`src/tlbConfigPkg.sv`:
```
// TLB geometry, address widths and response credit sizing
`default_nettype none

package tlbConfigPkg;

	// 32-bit addresses with 4 KiB pages
	localparam int VirtAddrWidth = 32;
	localparam int PhysAddrWidth = 32;
	localparam int PageOffsetWidth = 12;
	localparam int VpnWidth = VirtAddrWidth - PageOffsetWidth;
	localparam int PpnWidth = PhysAddrWidth - PageOffsetWidth;
	localparam int AsidWidth = 8;

	// set index is taken from the low bits of the vpn
	localparam int SetCount = 16;
	localparam int SetIndexWidth = $clog2(SetCount);
	localparam int WayCount = 4;
	localparam int WayIndexWidth = $clog2(WayCount);

	// bulk invalidation stamp
	localparam int GenWidth = 4;

	localparam int DataWidth = 64;

	// credits the downstream side grants after reset
	localparam int CreditCount = 4;
	localparam int CreditWidth = $clog2(CreditCount + 1);

	// top nibble marking an untranslated physical address
	localparam logic [3:0] PhysWindowNibble = 4'hC;

endpackage

`default_nettype wire

```
`src/memOpPkg.sv`:
```
// request opcodes, exception codes, TLB entry layouts and the request data word
`default_nettype none

package memOpPkg;

	typedef enum logic [2:0] {
		OpIdle = 3'd0,
		OpLoad = 3'd1,
		OpStore = 3'd2,
		OpLoadTlb = 3'd3,
		OpInvTlb = 3'd4
	} memOp_t;

	typedef enum logic [1:0] {
		ExcNone = 2'd0,
		ExcTlbMiss = 2'd1
	} tlbExc_t;

	// pads the entry out to one data word
	localparam int EntryReservedWidth = tlbConfigPkg::DataWidth - tlbConfigPkg::VpnWidth
		- tlbConfigPkg::PpnWidth - tlbConfigPkg::AsidWidth - 1;

	// translation as carried by a load-TLB request
	typedef struct packed {
		logic [tlbConfigPkg::VpnWidth-1:0] vpn;
		logic [tlbConfigPkg::PpnWidth-1:0] ppn;
		logic [tlbConfigPkg::AsidWidth-1:0] asid;
		logic [EntryReservedWidth-1:0] reserved;
		logic valid;
	} tlbEntry_t;

	// one way of a set, stamped with the generation it was loaded in
	typedef struct packed {
		logic [tlbConfigPkg::GenWidth-1:0] gen;
		tlbEntry_t entry;
	} tlbStoredEntry_t;

	// store data for a store, a TLB entry for a load-TLB request
	typedef union packed {
		logic [tlbConfigPkg::DataWidth-1:0] raw;
		tlbEntry_t entry;
	} tlbDataWord_t;

endpackage

`default_nettype wire

```
`src/tlbSetArray.sv`:
```
// four-way TLB set storage with per-set loaded flags and write-to-read forwarding
`timescale 1ns/10ps
`default_nettype none

module tlbSetArray
(
	input logic clock,
	input logic reset,
	input logic readEnable,
	input logic [tlbConfigPkg::SetIndexWidth-1:0] readIndex,
	input logic writeEnable,
	input logic [tlbConfigPkg::SetIndexWidth-1:0] writeIndex,
	input memOpPkg::tlbStoredEntry_t [tlbConfigPkg::WayCount-1:0] writeSet,
	output memOpPkg::tlbStoredEntry_t [tlbConfigPkg::WayCount-1:0] setWays
);
	import tlbConfigPkg::*;
	import memOpPkg::*;

	tlbStoredEntry_t [WayCount-1:0] sets [SetCount];
	logic [SetCount-1:0] loaded;

	tlbStoredEntry_t [WayCount-1:0] readData;
	logic readLoaded;
	logic sameSet;

	assign sameSet = writeEnable && (writeIndex == readIndex);

	always_ff @(posedge clock)
	begin
		if (writeEnable)
			sets[writeIndex] <= writeSet;
		// a set written on this edge is returned as written
		if (readEnable)
			readData <= sameSet ? writeSet : sets[readIndex];
	end

	always_ff @(posedge clock)
	begin
		if (reset)
		begin
			loaded <= '0;
			readLoaded <= 1'b0;
		end
		else
		begin
			if (writeEnable)
				loaded[writeIndex] <= 1'b1;
			if (readEnable)
				readLoaded <= sameSet || loaded[readIndex];
		end
	end

	// never-written sets hold garbage, so hide their valid bits
	always_comb
	begin
		setWays = readData;
		for (int i = 0; i < WayCount; i++)
			setWays[i].entry.valid = readData[i].entry.valid && readLoaded;
	end

endmodule

`default_nettype wire

```
`src/tlbWayMatch.sv`:
```
// TLB way comparison and hit-way physical page select
`timescale 1ns/10ps
`default_nettype none

module tlbWayMatch
(
	input memOpPkg::tlbStoredEntry_t [tlbConfigPkg::WayCount-1:0] setWays,
	input logic [tlbConfigPkg::VpnWidth-1:0] stageVpn,
	input logic [tlbConfigPkg::AsidWidth-1:0] stageAsid,
	input logic [tlbConfigPkg::GenWidth-1:0] stageGen,
	output logic hit,
	output logic [tlbConfigPkg::WayIndexWidth-1:0] hitWay,
	output logic [tlbConfigPkg::PpnWidth-1:0] hitPpn
);
	import tlbConfigPkg::*;

	logic [WayCount-1:0] wayHit;

	// stale generation counts as invalid
	always_comb
	begin
		for (int i = 0; i < WayCount; i++)
		begin
			wayHit[i] = setWays[i].entry.valid
				&& (setWays[i].gen == stageGen)
				&& (setWays[i].entry.vpn == stageVpn)
				&& (setWays[i].entry.asid == stageAsid);
		end
	end

	// descending scan so the lowest hit way wins
	always_comb
	begin
		hitWay = '0;
		hitPpn = setWays[0].entry.ppn;
		for (int i = WayCount - 1; i >= 0; i--)
		begin
			if (wayHit[i])
			begin
				hitWay = WayIndexWidth'(i);
				hitPpn = setWays[i].entry.ppn;
			end
		end
	end

	assign hit = |wayHit;

endmodule

`default_nettype wire

```
`src/tlbReplaceShuffle.sv`:
```
// new TLB set contents for an insert or a most-recently-used promotion
`timescale 1ns/10ps
`default_nettype none

module tlbReplaceShuffle
(
	input memOpPkg::tlbStoredEntry_t [tlbConfigPkg::WayCount-1:0] setWays,
	input logic stageIsInsert,
	input memOpPkg::tlbEntry_t stageEntry,
	input logic [tlbConfigPkg::GenWidth-1:0] stageGen,
	input logic [tlbConfigPkg::WayIndexWidth-1:0] hitWay,
	output memOpPkg::tlbStoredEntry_t [tlbConfigPkg::WayCount-1:0] newSet
);
	import tlbConfigPkg::*;

	// way 0 is most recent, the last way is next to go
	always_comb
	begin
		newSet = setWays;
		if (stageIsInsert)
		begin
			// oldest way falls off the end
			for (int i = WayCount - 1; i > 0; i--)
				newSet[i] = setWays[i-1];
			newSet[0].entry = stageEntry;
			newSet[0].gen = stageGen;
		end
		else
		begin
			// ways above the hit keep their place
			for (int i = 1; i < WayCount; i++)
			begin
				if (i <= int'(hitWay))
					newSet[i] = setWays[i-1];
			end
			newSet[0] = setWays[hitWay];
		end
	end

endmodule

`default_nettype wire

```
`src/tlbController.sv`:
```
// TLB control: request decode, stage-1 register, response credits, generation and response forming
`timescale 1ns/10ps
`default_nettype none

module tlbController
(
	input logic clock,
	input logic reset,
	input logic mmuEnable,
	input logic [tlbConfigPkg::AsidWidth-1:0] asid,
	input logic reqValid,
	input memOpPkg::memOp_t reqOp,
	input logic [tlbConfigPkg::VirtAddrWidth-1:0] reqAddr,
	input memOpPkg::tlbDataWord_t reqData,
	input logic respCredit,
	input logic hit,
	input logic [tlbConfigPkg::WayIndexWidth-1:0] hitWay,
	input logic [tlbConfigPkg::PpnWidth-1:0] hitPpn,
	input memOpPkg::tlbStoredEntry_t [tlbConfigPkg::WayCount-1:0] newSet,
	output logic reqReady,
	output logic readEnable,
	output logic [tlbConfigPkg::SetIndexWidth-1:0] readIndex,
	output logic writeEnable,
	output logic [tlbConfigPkg::SetIndexWidth-1:0] writeIndex,
	output memOpPkg::tlbStoredEntry_t [tlbConfigPkg::WayCount-1:0] writeSet,
	output logic [tlbConfigPkg::AsidWidth-1:0] stageAsid,
	output logic [tlbConfigPkg::VpnWidth-1:0] stageVpn,
	output logic [tlbConfigPkg::GenWidth-1:0] stageGen,
	output logic stageIsInsert,
	output memOpPkg::tlbEntry_t stageEntry,
	output logic respValid,
	output memOpPkg::memOp_t respOp,
	output logic [tlbConfigPkg::PhysAddrWidth-1:0] respAddr,
	output logic [tlbConfigPkg::DataWidth-1:0] respData,
	output memOpPkg::tlbExc_t respExc
);
	import tlbConfigPkg::*;
	import memOpPkg::*;

	// stage 1
	logic stageValid;
	memOp_t stageOp;
	logic [VirtAddrWidth-1:0] stageAddr;
	tlbDataWord_t stageData;
	logic [SetIndexWidth-1:0] stageIndex;
	logic stageBypass;

	logic [GenWidth-1:0] genCount;
	logic [CreditWidth-1:0] creditCount;

	logic take;
	logic needsResp;
	logic stall;
	logic respFire;
	logic stageIsXlate;
	logic [PhysAddrWidth-1:0] nextAddr;
	tlbExc_t nextExc;

	// a response waiting on a credit holds stage 1 and the request side
	assign needsResp = stageValid && (stageOp == OpLoad || stageOp == OpStore);
	assign stall = needsResp && (creditCount == '0);
	assign respFire = needsResp && !stall;
	assign reqReady = !stall;
	assign take = reqValid && reqReady && (reqOp != OpIdle);

	// an insert indexes by the entry's own vpn
	assign readEnable = take;
	assign readIndex = (reqOp == OpLoadTlb) ? reqData.entry.vpn[SetIndexWidth-1:0]
		: reqAddr[PageOffsetWidth +: SetIndexWidth];

	always_ff @(posedge clock)
	begin
		if (reset)
			stageValid <= 1'b0;
		else if (!stall)
			stageValid <= take;
	end

	always_ff @(posedge clock)
	begin
		if (take)
		begin
			stageOp <= reqOp;
			stageAddr <= reqAddr;
			stageData <= reqData;
			stageIndex <= readIndex;
			stageAsid <= asid;
			stageBypass <= !mmuEnable
				|| (reqAddr[VirtAddrWidth-1 -: 4] == PhysWindowNibble);
		end
	end

	assign stageVpn = stageAddr[VirtAddrWidth-1:PageOffsetWidth];
	assign stageEntry = stageData.entry;
	assign stageGen = genCount;
	assign stageIsInsert = stageValid && (stageOp == OpLoadTlb);
	assign stageIsXlate = needsResp && !stageBypass;

	// generation bump retires every entry stamped before it
	always_ff @(posedge clock)
	begin
		if (reset)
			genCount <= '0;
		else if (stageValid && stageOp == OpInvTlb)
			genCount <= genCount + 1'b1;
	end

	// promotion of way 0 changes nothing, so no write
	assign writeEnable = stageIsInsert || (stageIsXlate && !stall && hit && hitWay != '0);
	assign writeIndex = stageIndex;
	assign writeSet = newSet;

	always_comb
	begin
		nextAddr = stageAddr;
		nextExc = ExcNone;
		if (stageIsXlate)
		begin
			if (hit)
				nextAddr = {hitPpn, stageAddr[PageOffsetWidth-1:0]};
			else
				nextExc = ExcTlbMiss;
		end
	end

	always_ff @(posedge clock)
	begin
		if (reset)
		begin
			respValid <= 1'b0;
			creditCount <= CreditWidth'(CreditCount);
		end
		else
		begin
			respValid <= respFire;
			creditCount <= creditCount - CreditWidth'(respFire) + CreditWidth'(respCredit);
		end
	end

	always_ff @(posedge clock)
	begin
		if (respFire)
		begin
			respOp <= stageOp;
			respAddr <= nextAddr;
			respData <= stageData.raw;
			respExc <= nextExc;
		end
	end

endmodule

`default_nettype wire

```
`src/tlbTop.sv`:
```
// TLB top level joining the controller, set storage, way match and replacement shuffle
`timescale 1ns/10ps
`default_nettype none

module tlbTop
(
	input logic clock,
	input logic reset,
	input logic mmuEnable,
	input logic [tlbConfigPkg::AsidWidth-1:0] asid,
	input logic reqValid,
	input memOpPkg::memOp_t reqOp,
	input logic [tlbConfigPkg::VirtAddrWidth-1:0] reqAddr,
	input memOpPkg::tlbDataWord_t reqData,
	output logic reqReady,
	output logic respValid,
	output memOpPkg::memOp_t respOp,
	output logic [tlbConfigPkg::PhysAddrWidth-1:0] respAddr,
	output logic [tlbConfigPkg::DataWidth-1:0] respData,
	output memOpPkg::tlbExc_t respExc,
	input logic respCredit
);
	import tlbConfigPkg::*;
	import memOpPkg::*;

	logic readEnable;
	logic [SetIndexWidth-1:0] readIndex;
	logic writeEnable;
	logic [SetIndexWidth-1:0] writeIndex;
	tlbStoredEntry_t [WayCount-1:0] writeSet;
	tlbStoredEntry_t [WayCount-1:0] setWays;
	tlbStoredEntry_t [WayCount-1:0] newSet;

	// stage-1 request fields seen by the datapath
	logic [AsidWidth-1:0] stageAsid;
	logic [VpnWidth-1:0] stageVpn;
	logic [GenWidth-1:0] stageGen;
	logic stageIsInsert;
	tlbEntry_t stageEntry;

	logic hit;
	logic [WayIndexWidth-1:0] hitWay;
	logic [PpnWidth-1:0] hitPpn;

	tlbController controller (
		.clock(clock), .reset(reset), .mmuEnable(mmuEnable), .asid(asid),
		.reqValid(reqValid), .reqOp(reqOp), .reqAddr(reqAddr), .reqData(reqData),
		.respCredit(respCredit), .hit(hit), .hitWay(hitWay), .hitPpn(hitPpn),
		.newSet(newSet), .reqReady(reqReady), .readEnable(readEnable),
		.readIndex(readIndex), .writeEnable(writeEnable), .writeIndex(writeIndex),
		.writeSet(writeSet), .stageAsid(stageAsid), .stageVpn(stageVpn),
		.stageGen(stageGen), .stageIsInsert(stageIsInsert), .stageEntry(stageEntry),
		.respValid(respValid), .respOp(respOp), .respAddr(respAddr),
		.respData(respData), .respExc(respExc)
	);

	tlbSetArray setArray (
		.clock(clock), .reset(reset), .readEnable(readEnable), .readIndex(readIndex),
		.writeEnable(writeEnable), .writeIndex(writeIndex), .writeSet(writeSet),
		.setWays(setWays)
	);

	tlbWayMatch wayMatch (
		.setWays(setWays), .stageVpn(stageVpn), .stageAsid(stageAsid),
		.stageGen(stageGen), .hit(hit), .hitWay(hitWay), .hitPpn(hitPpn)
	);

	tlbReplaceShuffle replaceShuffle (
		.setWays(setWays), .stageIsInsert(stageIsInsert), .stageEntry(stageEntry),
		.stageGen(stageGen), .hitWay(hitWay), .newSet(newSet)
	);

endmodule

`default_nettype wire

```
`config.mk`:
```
export PLATFORM = sky130hd
export DESIGN_NAME = tlbTop
export DESIGN_NICKNAME = d
export VERILOG_FILES = /design/src/tlbConfigPkg.sv /design/src/memOpPkg.sv /design/src/tlbSetArray.sv /design/src/tlbWayMatch.sv /design/src/tlbReplaceShuffle.sv /design/src/tlbController.sv /design/src/tlbTop.sv
export SDC_FILE = /design/constraint.sdc
export NUM_CORES = 2
export LEC_CHECK = 0
export ABC_AREA = 1
export BUFFER_PORTS_ARGS = -buffer_cell sky130_fd_sc_hd__buf_4
export CORE_MARGIN = 2
export CORE_UTILIZATION = 25
export CTS_CLUSTER_SIZE = 10
export DETAILED_ROUTE_END_ITERATION = 7
export GPL_TIMING_DRIVEN = 1
export PLACE_DENSITY = 0.37
export SLEW_MARGIN = 25
export SYNTH_ARGS = -nofsm -noshare
export SYNTH_HDL_FRONTEND = slang
export SYNTH_MEMORY_MAX_BITS = 65536
export SYNTH_SLANG_ARGS = --single-unit
```
`constraint.sdc`:
```
create_clock -name clock -period 48.5 [get_ports clock]
set_input_delay 7.275 -clock clock [delete_from_list [all_inputs] [get_ports clock]]
set_output_delay 7.275 -clock clock [all_outputs]
set_load 0.02 [all_outputs]
```
# After elaboration in Yosys (flattened, before gate mapping)

Memory sizes are Yosys's and may differ from the RTL's. A register that Yosys moved wholly into a read port is not among the register bits.
Cells that the tools add are included.

Flip-flop bits (word level): 239
Memory bits (writable): 4352
Input bits: 112
Output and inout bits: 103
Memories kept: 1

Memories:

| memory        | words | bits a word | rd ports | clocked after Yosys merged registers in | wr ports | RTL line          | RTL |
|---|---|---|---|---|---|---|---|
| setArray.sets | 16    | 272         | 1        | 1                                       | 1        | tlbSetArray.sv:19 | `tlbStoredEntry_t [WayCount-1:0] sets [SetCount];` |

$add $sub $neg: 3
Magnitude comparators: 7
Eq/ne operators: 19
Multiplexer cells: 24
Bitwise operators: 1
Reduce and logical (&&, ||, !) cells: 40

Operator list:

| kind                | count |
|---|---|
| $mux 272            | 1 |
| $mux 68             | 4 |
| $bmux 68 s2         | 1 |
| $eq 20x20->1        | 4 |
| $mux 20             | 4 |
| $mux 32             | 2 |
| $eq 8x8->1          | 4 |
| $logic_and 1x1->1   | 29 |
| $eq 4x4->1          | 5 |
| $or 16x16->16       | 1 |
| $lt 4x5->1 const B  | 2 |
| $eq 3x2->1 const B  | 3 |
| $mux 2              | 4 |
| $mux 1              | 5 |
| $add 4x1->4 const B | 1 |
| $bmux 1 s4          | 1 |
| $demux 1 s4         | 1 |
| $eq 4x4->1 const B  | 1 |
| $ge 4x1->1 const B  | 1 |
| $le 2x2->1 const A  | 2 |
| $logic_or 1x1->1    | 4 |
| $mux 4              | 1 |
| $reduce_or 4->1     | 1 |
| $add 3x1->3         | 1 |
| 9 further kinds     | 11 |

# Longest topological paths before layout

Word-level depth: 13
Depth in mapped cells: 20
Depth with buffers taken out: 17

# By module

From an unflattened synthesis, not the netlist that was laid out.

Cell total of the unflattened synthesis: 17708
Area, all modules: 203662.8 µm²

By module, submodules not included:

| module            | times used | cells an instance | area each (µm²) | sequential area each (µm²) |
|---|---|---|---|---|
| tlbSetArray       | 1          | 15005             | 184978.7        | 139193.5 |
| tlbController     | 1          | 630               | 9285.2          | 6546.3 |
| tlbReplaceShuffle | 1          | 1273              | 5574.1          | 0.0 |
| tlbWayMatch       | 1          | 800               | 3824.9          | 0.0 |

# Least setup slack after synthesis

OpenSTA, ideal clock, no wires.

Kind: input -> register
Start: in reqValid
End: reg setArray.readLoaded
Setup time: 118 ps
Data arrival time: 21805 ps
Path slack: 26577 ps
Stages: 4
Cells stage by stage: nand2_1 -> nor2_1 -> o21ai_0 -> a21oi_1

Cells in the longest elaborated chain, start to end: 2

RTL lines:

| element                         | RTL line            | RTL |
|---|---|---|
| start: declaration              | tlbTop.sv:11        | `input logic reqValid,` |
| $logic_and 1x1->1 (2 in series) | tlbController.sv:64 | `assign take = reqValid && reqReady && (reqOp != OpIdle);` |
| net controller.readEnable       | tlbController.sv:21 | `output logic readEnable,` |
| end signal: assignment          | tlbSetArray.sv:49   | `readLoaded <= sameSet \|\| loaded[readIndex];` |
| end: declaration                | tlbSetArray.sv:23   | `logic readLoaded;` |

The timed path passes the listed nets, and every way through them passes these cells.
A chain may end at the register's enable or synchronous reset.

# Worst setup path after layout

Start: in reqOp[2]
End: reg setArray.setWays[96] (netlist name)

Cells in the longest elaborated chain, start to end: 2

RTL lines:

| element                                         | RTL line                                 | RTL |
|---|---|---|
| start: declaration                              | tlbTop.sv:12                             | `input memOpPkg::memOp_t reqOp,` |
| $eq 3x2->1 or $reduce_bool 3->1 (tied branches) | tlbController.sv:68, tlbController.sv:64 |  |
| $mux 4 or $logic_and 1x1->1 (tied branches)     | tlbController.sv:68, tlbController.sv:64 |  |

Several ways; a longest one is shown, not always the timed one.

==> flow_summary.toml <==
[setup_path]
critPathKind = "input port to register"
cpLargestDelayFamily = "buffers and inverters"
cpMaxStageDelayCell = "buf_4"
cp_slowest_stage_delay_ns = 0.79
crit_required_ns = 49.32
cp-start-kind = "input port"
crit_buf_inv = 9
crit_top_cell = "buf_4"
crit_fanout = 78
cp.arrival_ns = 14.33
endpoint_kind = "register"
crit_path_cell_trace = "buf_4 -> nor2_1 -> nand2_1 -> o21ai_4 -> buf_4 -> buf_4 -> buf_4 -> buf_4 -> buf_4 -> buf_4 -> buf_4 -> buf_4 -> o21ai_0 -> o22ai_1 -> o21ai_0 -> o22ai_1 -> nand2_1 -> o21ai_0"

[clock_network]
htree_levels = 5
cts_inserted_buffers = 444
ctsHoldBuffers = 0
postCtsSetupBuffers = 0
cts-root-buf = "clkbuf_16"
clk_latency_ns = 1.06
clkTransAtPathRegs_ns = 0.06
cts_resized = 0
clockBufferDepth = 4
cts_tree = "yes"
clock-sinks = 3842

[floorplan]
die-area_sq_um = 627000
chipWidth_um = 792
rows = 289
start_util_pct = 25.1
num_io_pins = 215
die_h_um = 792
core_area_sq_um = 619000

[placement]
portBuffers = 213
placedCellCount = 20400
globalplace.congestion = 0.891
hpwl_um = 322000
pre_cts_ws_ns = 33.92

[power_and_ir_drop]
power_frac_comb_pct = 8.5
swShare_pct = 25.2
intPower_mw = 5.59
power_density_nw_per_um2 = 41.7
switching_power_mw = 1.88
leakagePower_nw = 57.8
peakVddDrop_uv = 31.1
seqPwrFrac_pct = 50.7
power.share.clock_pct = 40.8
power_mw = 7.47

[global_routing]
grt_usage_pct = 18.5
grt_pass1_vias = 102000
antenna_found_initial = 30
grt_overflow = 0
grt_pass1_wl_um = 835000
grt_start_max_net_pins = 175

[timing]
slew_viol_final = 0
rsz0062_at_grt = "false"
hold_viol_final = 0
setup-violations-final = 0
relSlewSlack_pct = 23.0
tns_ns = 0
skew_ns = 0.0842
holdWs_ns = 0.418
final.period_utilization_pct = 27.9
post-route-min-period_ns = 13.51
max_freq_mhz = 74.0
worst_slew_pin_slew_ns = 1.16
fin_ws_ns = 34.99

[drt]
ant_nets = 0
via_per_inst = 4.94
vias = 104000
wl_per_cell_um = 28.5
dr.pass1.iters = 6
routed_wl_um = 601000
route.detailed.drc = 0
dr.first_iter.drc_count = 9567

[cells_and_area]
drive_above_1_share_pct = 9.08
layout_commonest_cell = "edfxtp_1"
area.growth.synth_to_final_pct = 15.4
final_nets = 12700
mostFrequentLayoutCells = "edfxtp_1 (3816), o21ai_0 (2172), nor2_1 (2129), nand2_1 (1234), o22ai_1 (753)"
stdcell_count = 21100

[synth]
yosysUniqueCellTypes = 44
yosys_register_bits = 3842
syn_nets = 12600
synth_edf_count = 3816
ys_async_sr_fraction_pct = 0
synth_cells = 12500
syn_area_per_cell_sq_um = 12.4
synth_warnings = 0
ys_seq_area_share_pct = 74.2
synth_flop_cell = "edfxtp_1"
netlist_area_sq_um = 155000

[hold_path]
hold_path.class = "register to register"

[run_status]
outcome = "finished, final reports clean"

[run]
drv_cap = 0
-- cell families (layout without fill, tap and decap cells) --
logic type,count (synthesis),after routing,share of synthesized area [%]
other,1,18,0.00242
adder cells (fa/ha/maj),4,4,0.0371
AND/OR/NAND/NOR,3974,3974,10.2
AO/OA/AOI/OAI,3418,3418,12.3
XOR/XNOR,31,31,0.175
buffers and inverters,1222,1510,3.08
flip-flops,3842,3842,74.2
-- final cells by class --
cell class	count	area, sq um
fillers	63500	440000
flip-flops and latches	3842	115000
multi-input cells	7428	35700
clock buffers	572	11700
well taps	8293	10400
repair buffers	514	4060
inverters	356	1460
clock inverters	68	663
diodes	17	42.5
-- power groups by stage --
stage / Combinational (mW) / Clock [mW] / Sequential, mW
after floorplan: 0.362 / 0 / 3.84
after global placement: 0.646 / 0 / 3.86
after detailed placement: 0.643 / 0 / 3.86
after CTS: 0.644 / 3.13 / 3.79
after global routing: 0.701 / 3.24 / 3.79
final: 0.636 / 3.05 / 3.79
-- sequential cells by signal (all words and copies together) (netlist names), 8 cells and up --
register	cells
controller.respData	64
setArray.setWays	208
setArray.sets	3392
controller.stageAsid	8
controller.respAddr	32
controller.stageAddr	32
controller.stageEntry	64
setArray.loaded	16
-- final timing paths --
kind / slack, ns / cells after the start / to / from
max: 34.99 / 18 / setArray.setWays[96] / reqOp[2]
min reg2reg: 0.42 / 0 / controller.respAddr[6] / controller.stageAddr[6]
max reg2reg: 39.96 / 19 / setArray.sets[2][157] / controller.stageAddr[12]
min: 0.42 / 0 / controller.respAddr[6] / controller.stageAddr[6]
-- stage by stage --
stage                     utilization (%)  area, sq um
after floorplan                         -       155000
after CTS                            28.9       179000
final                                28.9       179000
after global routing                 28.9       179000
after global placement               26.9       167000
after detailed placement             26.9       167000
-- per-layer routing --
| layer | track usage [%] | part of all wire [%] | vias up |
|---|---|---|---|
| met5 | 0 | 0.0062 | - |
| met4 | 4.72 | 2.6 | 6 |
| met3 | 2.02 | 4.4 | 695 |
| met2 | 30.7 | 48 | 2770 |
| met1 | 25.7 | 45 | 54600 |
| li1 | - | - | 46000 |
-- synth_stat cells (3+ instances only) --
cell,number,share of area [%]
nor2_1,2139,5.2
dfxtp_1,26,0.34
o21ai_1,75,0.24
clkinv_1,3,0.0073
or2_2,43,0.17
a21oi_1,70,0.23
o21ai_0,2229,7.2
nand3_1,429,1.4
ha_1,3,0.024
inv_2,26,0.063
nor3_1,20,0.064
o22ai_1,753,3.0
nand3b_1,14,0.068
o21bai_1,4,0.019
o211ai_1,28,0.14
o221ai_1,253,1.4
and2_1,45,0.18
nand4_1,34,0.14
nand2_1,1237,3.0
inv_1,327,0.79
buf_2,87,0.28
nand2_2,3,0.012
clkbuf_1,719,1.7
xnor2_1,14,0.079
buf_1,41,0.099
xor2_1,17,0.096
buf_4,17,0.082
edfxtp_1,3816,74
-- worst reg2reg max path, cell delays in order (launching register included) --
cell	delay, ns
edfxtp_1	0.67
inv_2	0.45
o21ai_0	0.24
nor2_1	0.13
nand2_1	0.05
nor2_1	0.24
nand3_1	0.14
nor2_2	0.35
nand2_2	0.10
buf_4	0.32
nand2_8	0.60
nand2_8	0.47
nand3_4	0.45
nand2_4	0.16
inv_1	0.37
nand2_1	0.28
inv_8	0.57
buf_12	0.59
buf_4	1.10
buf_4	0.82
Power figures use the tool's default switching activity.
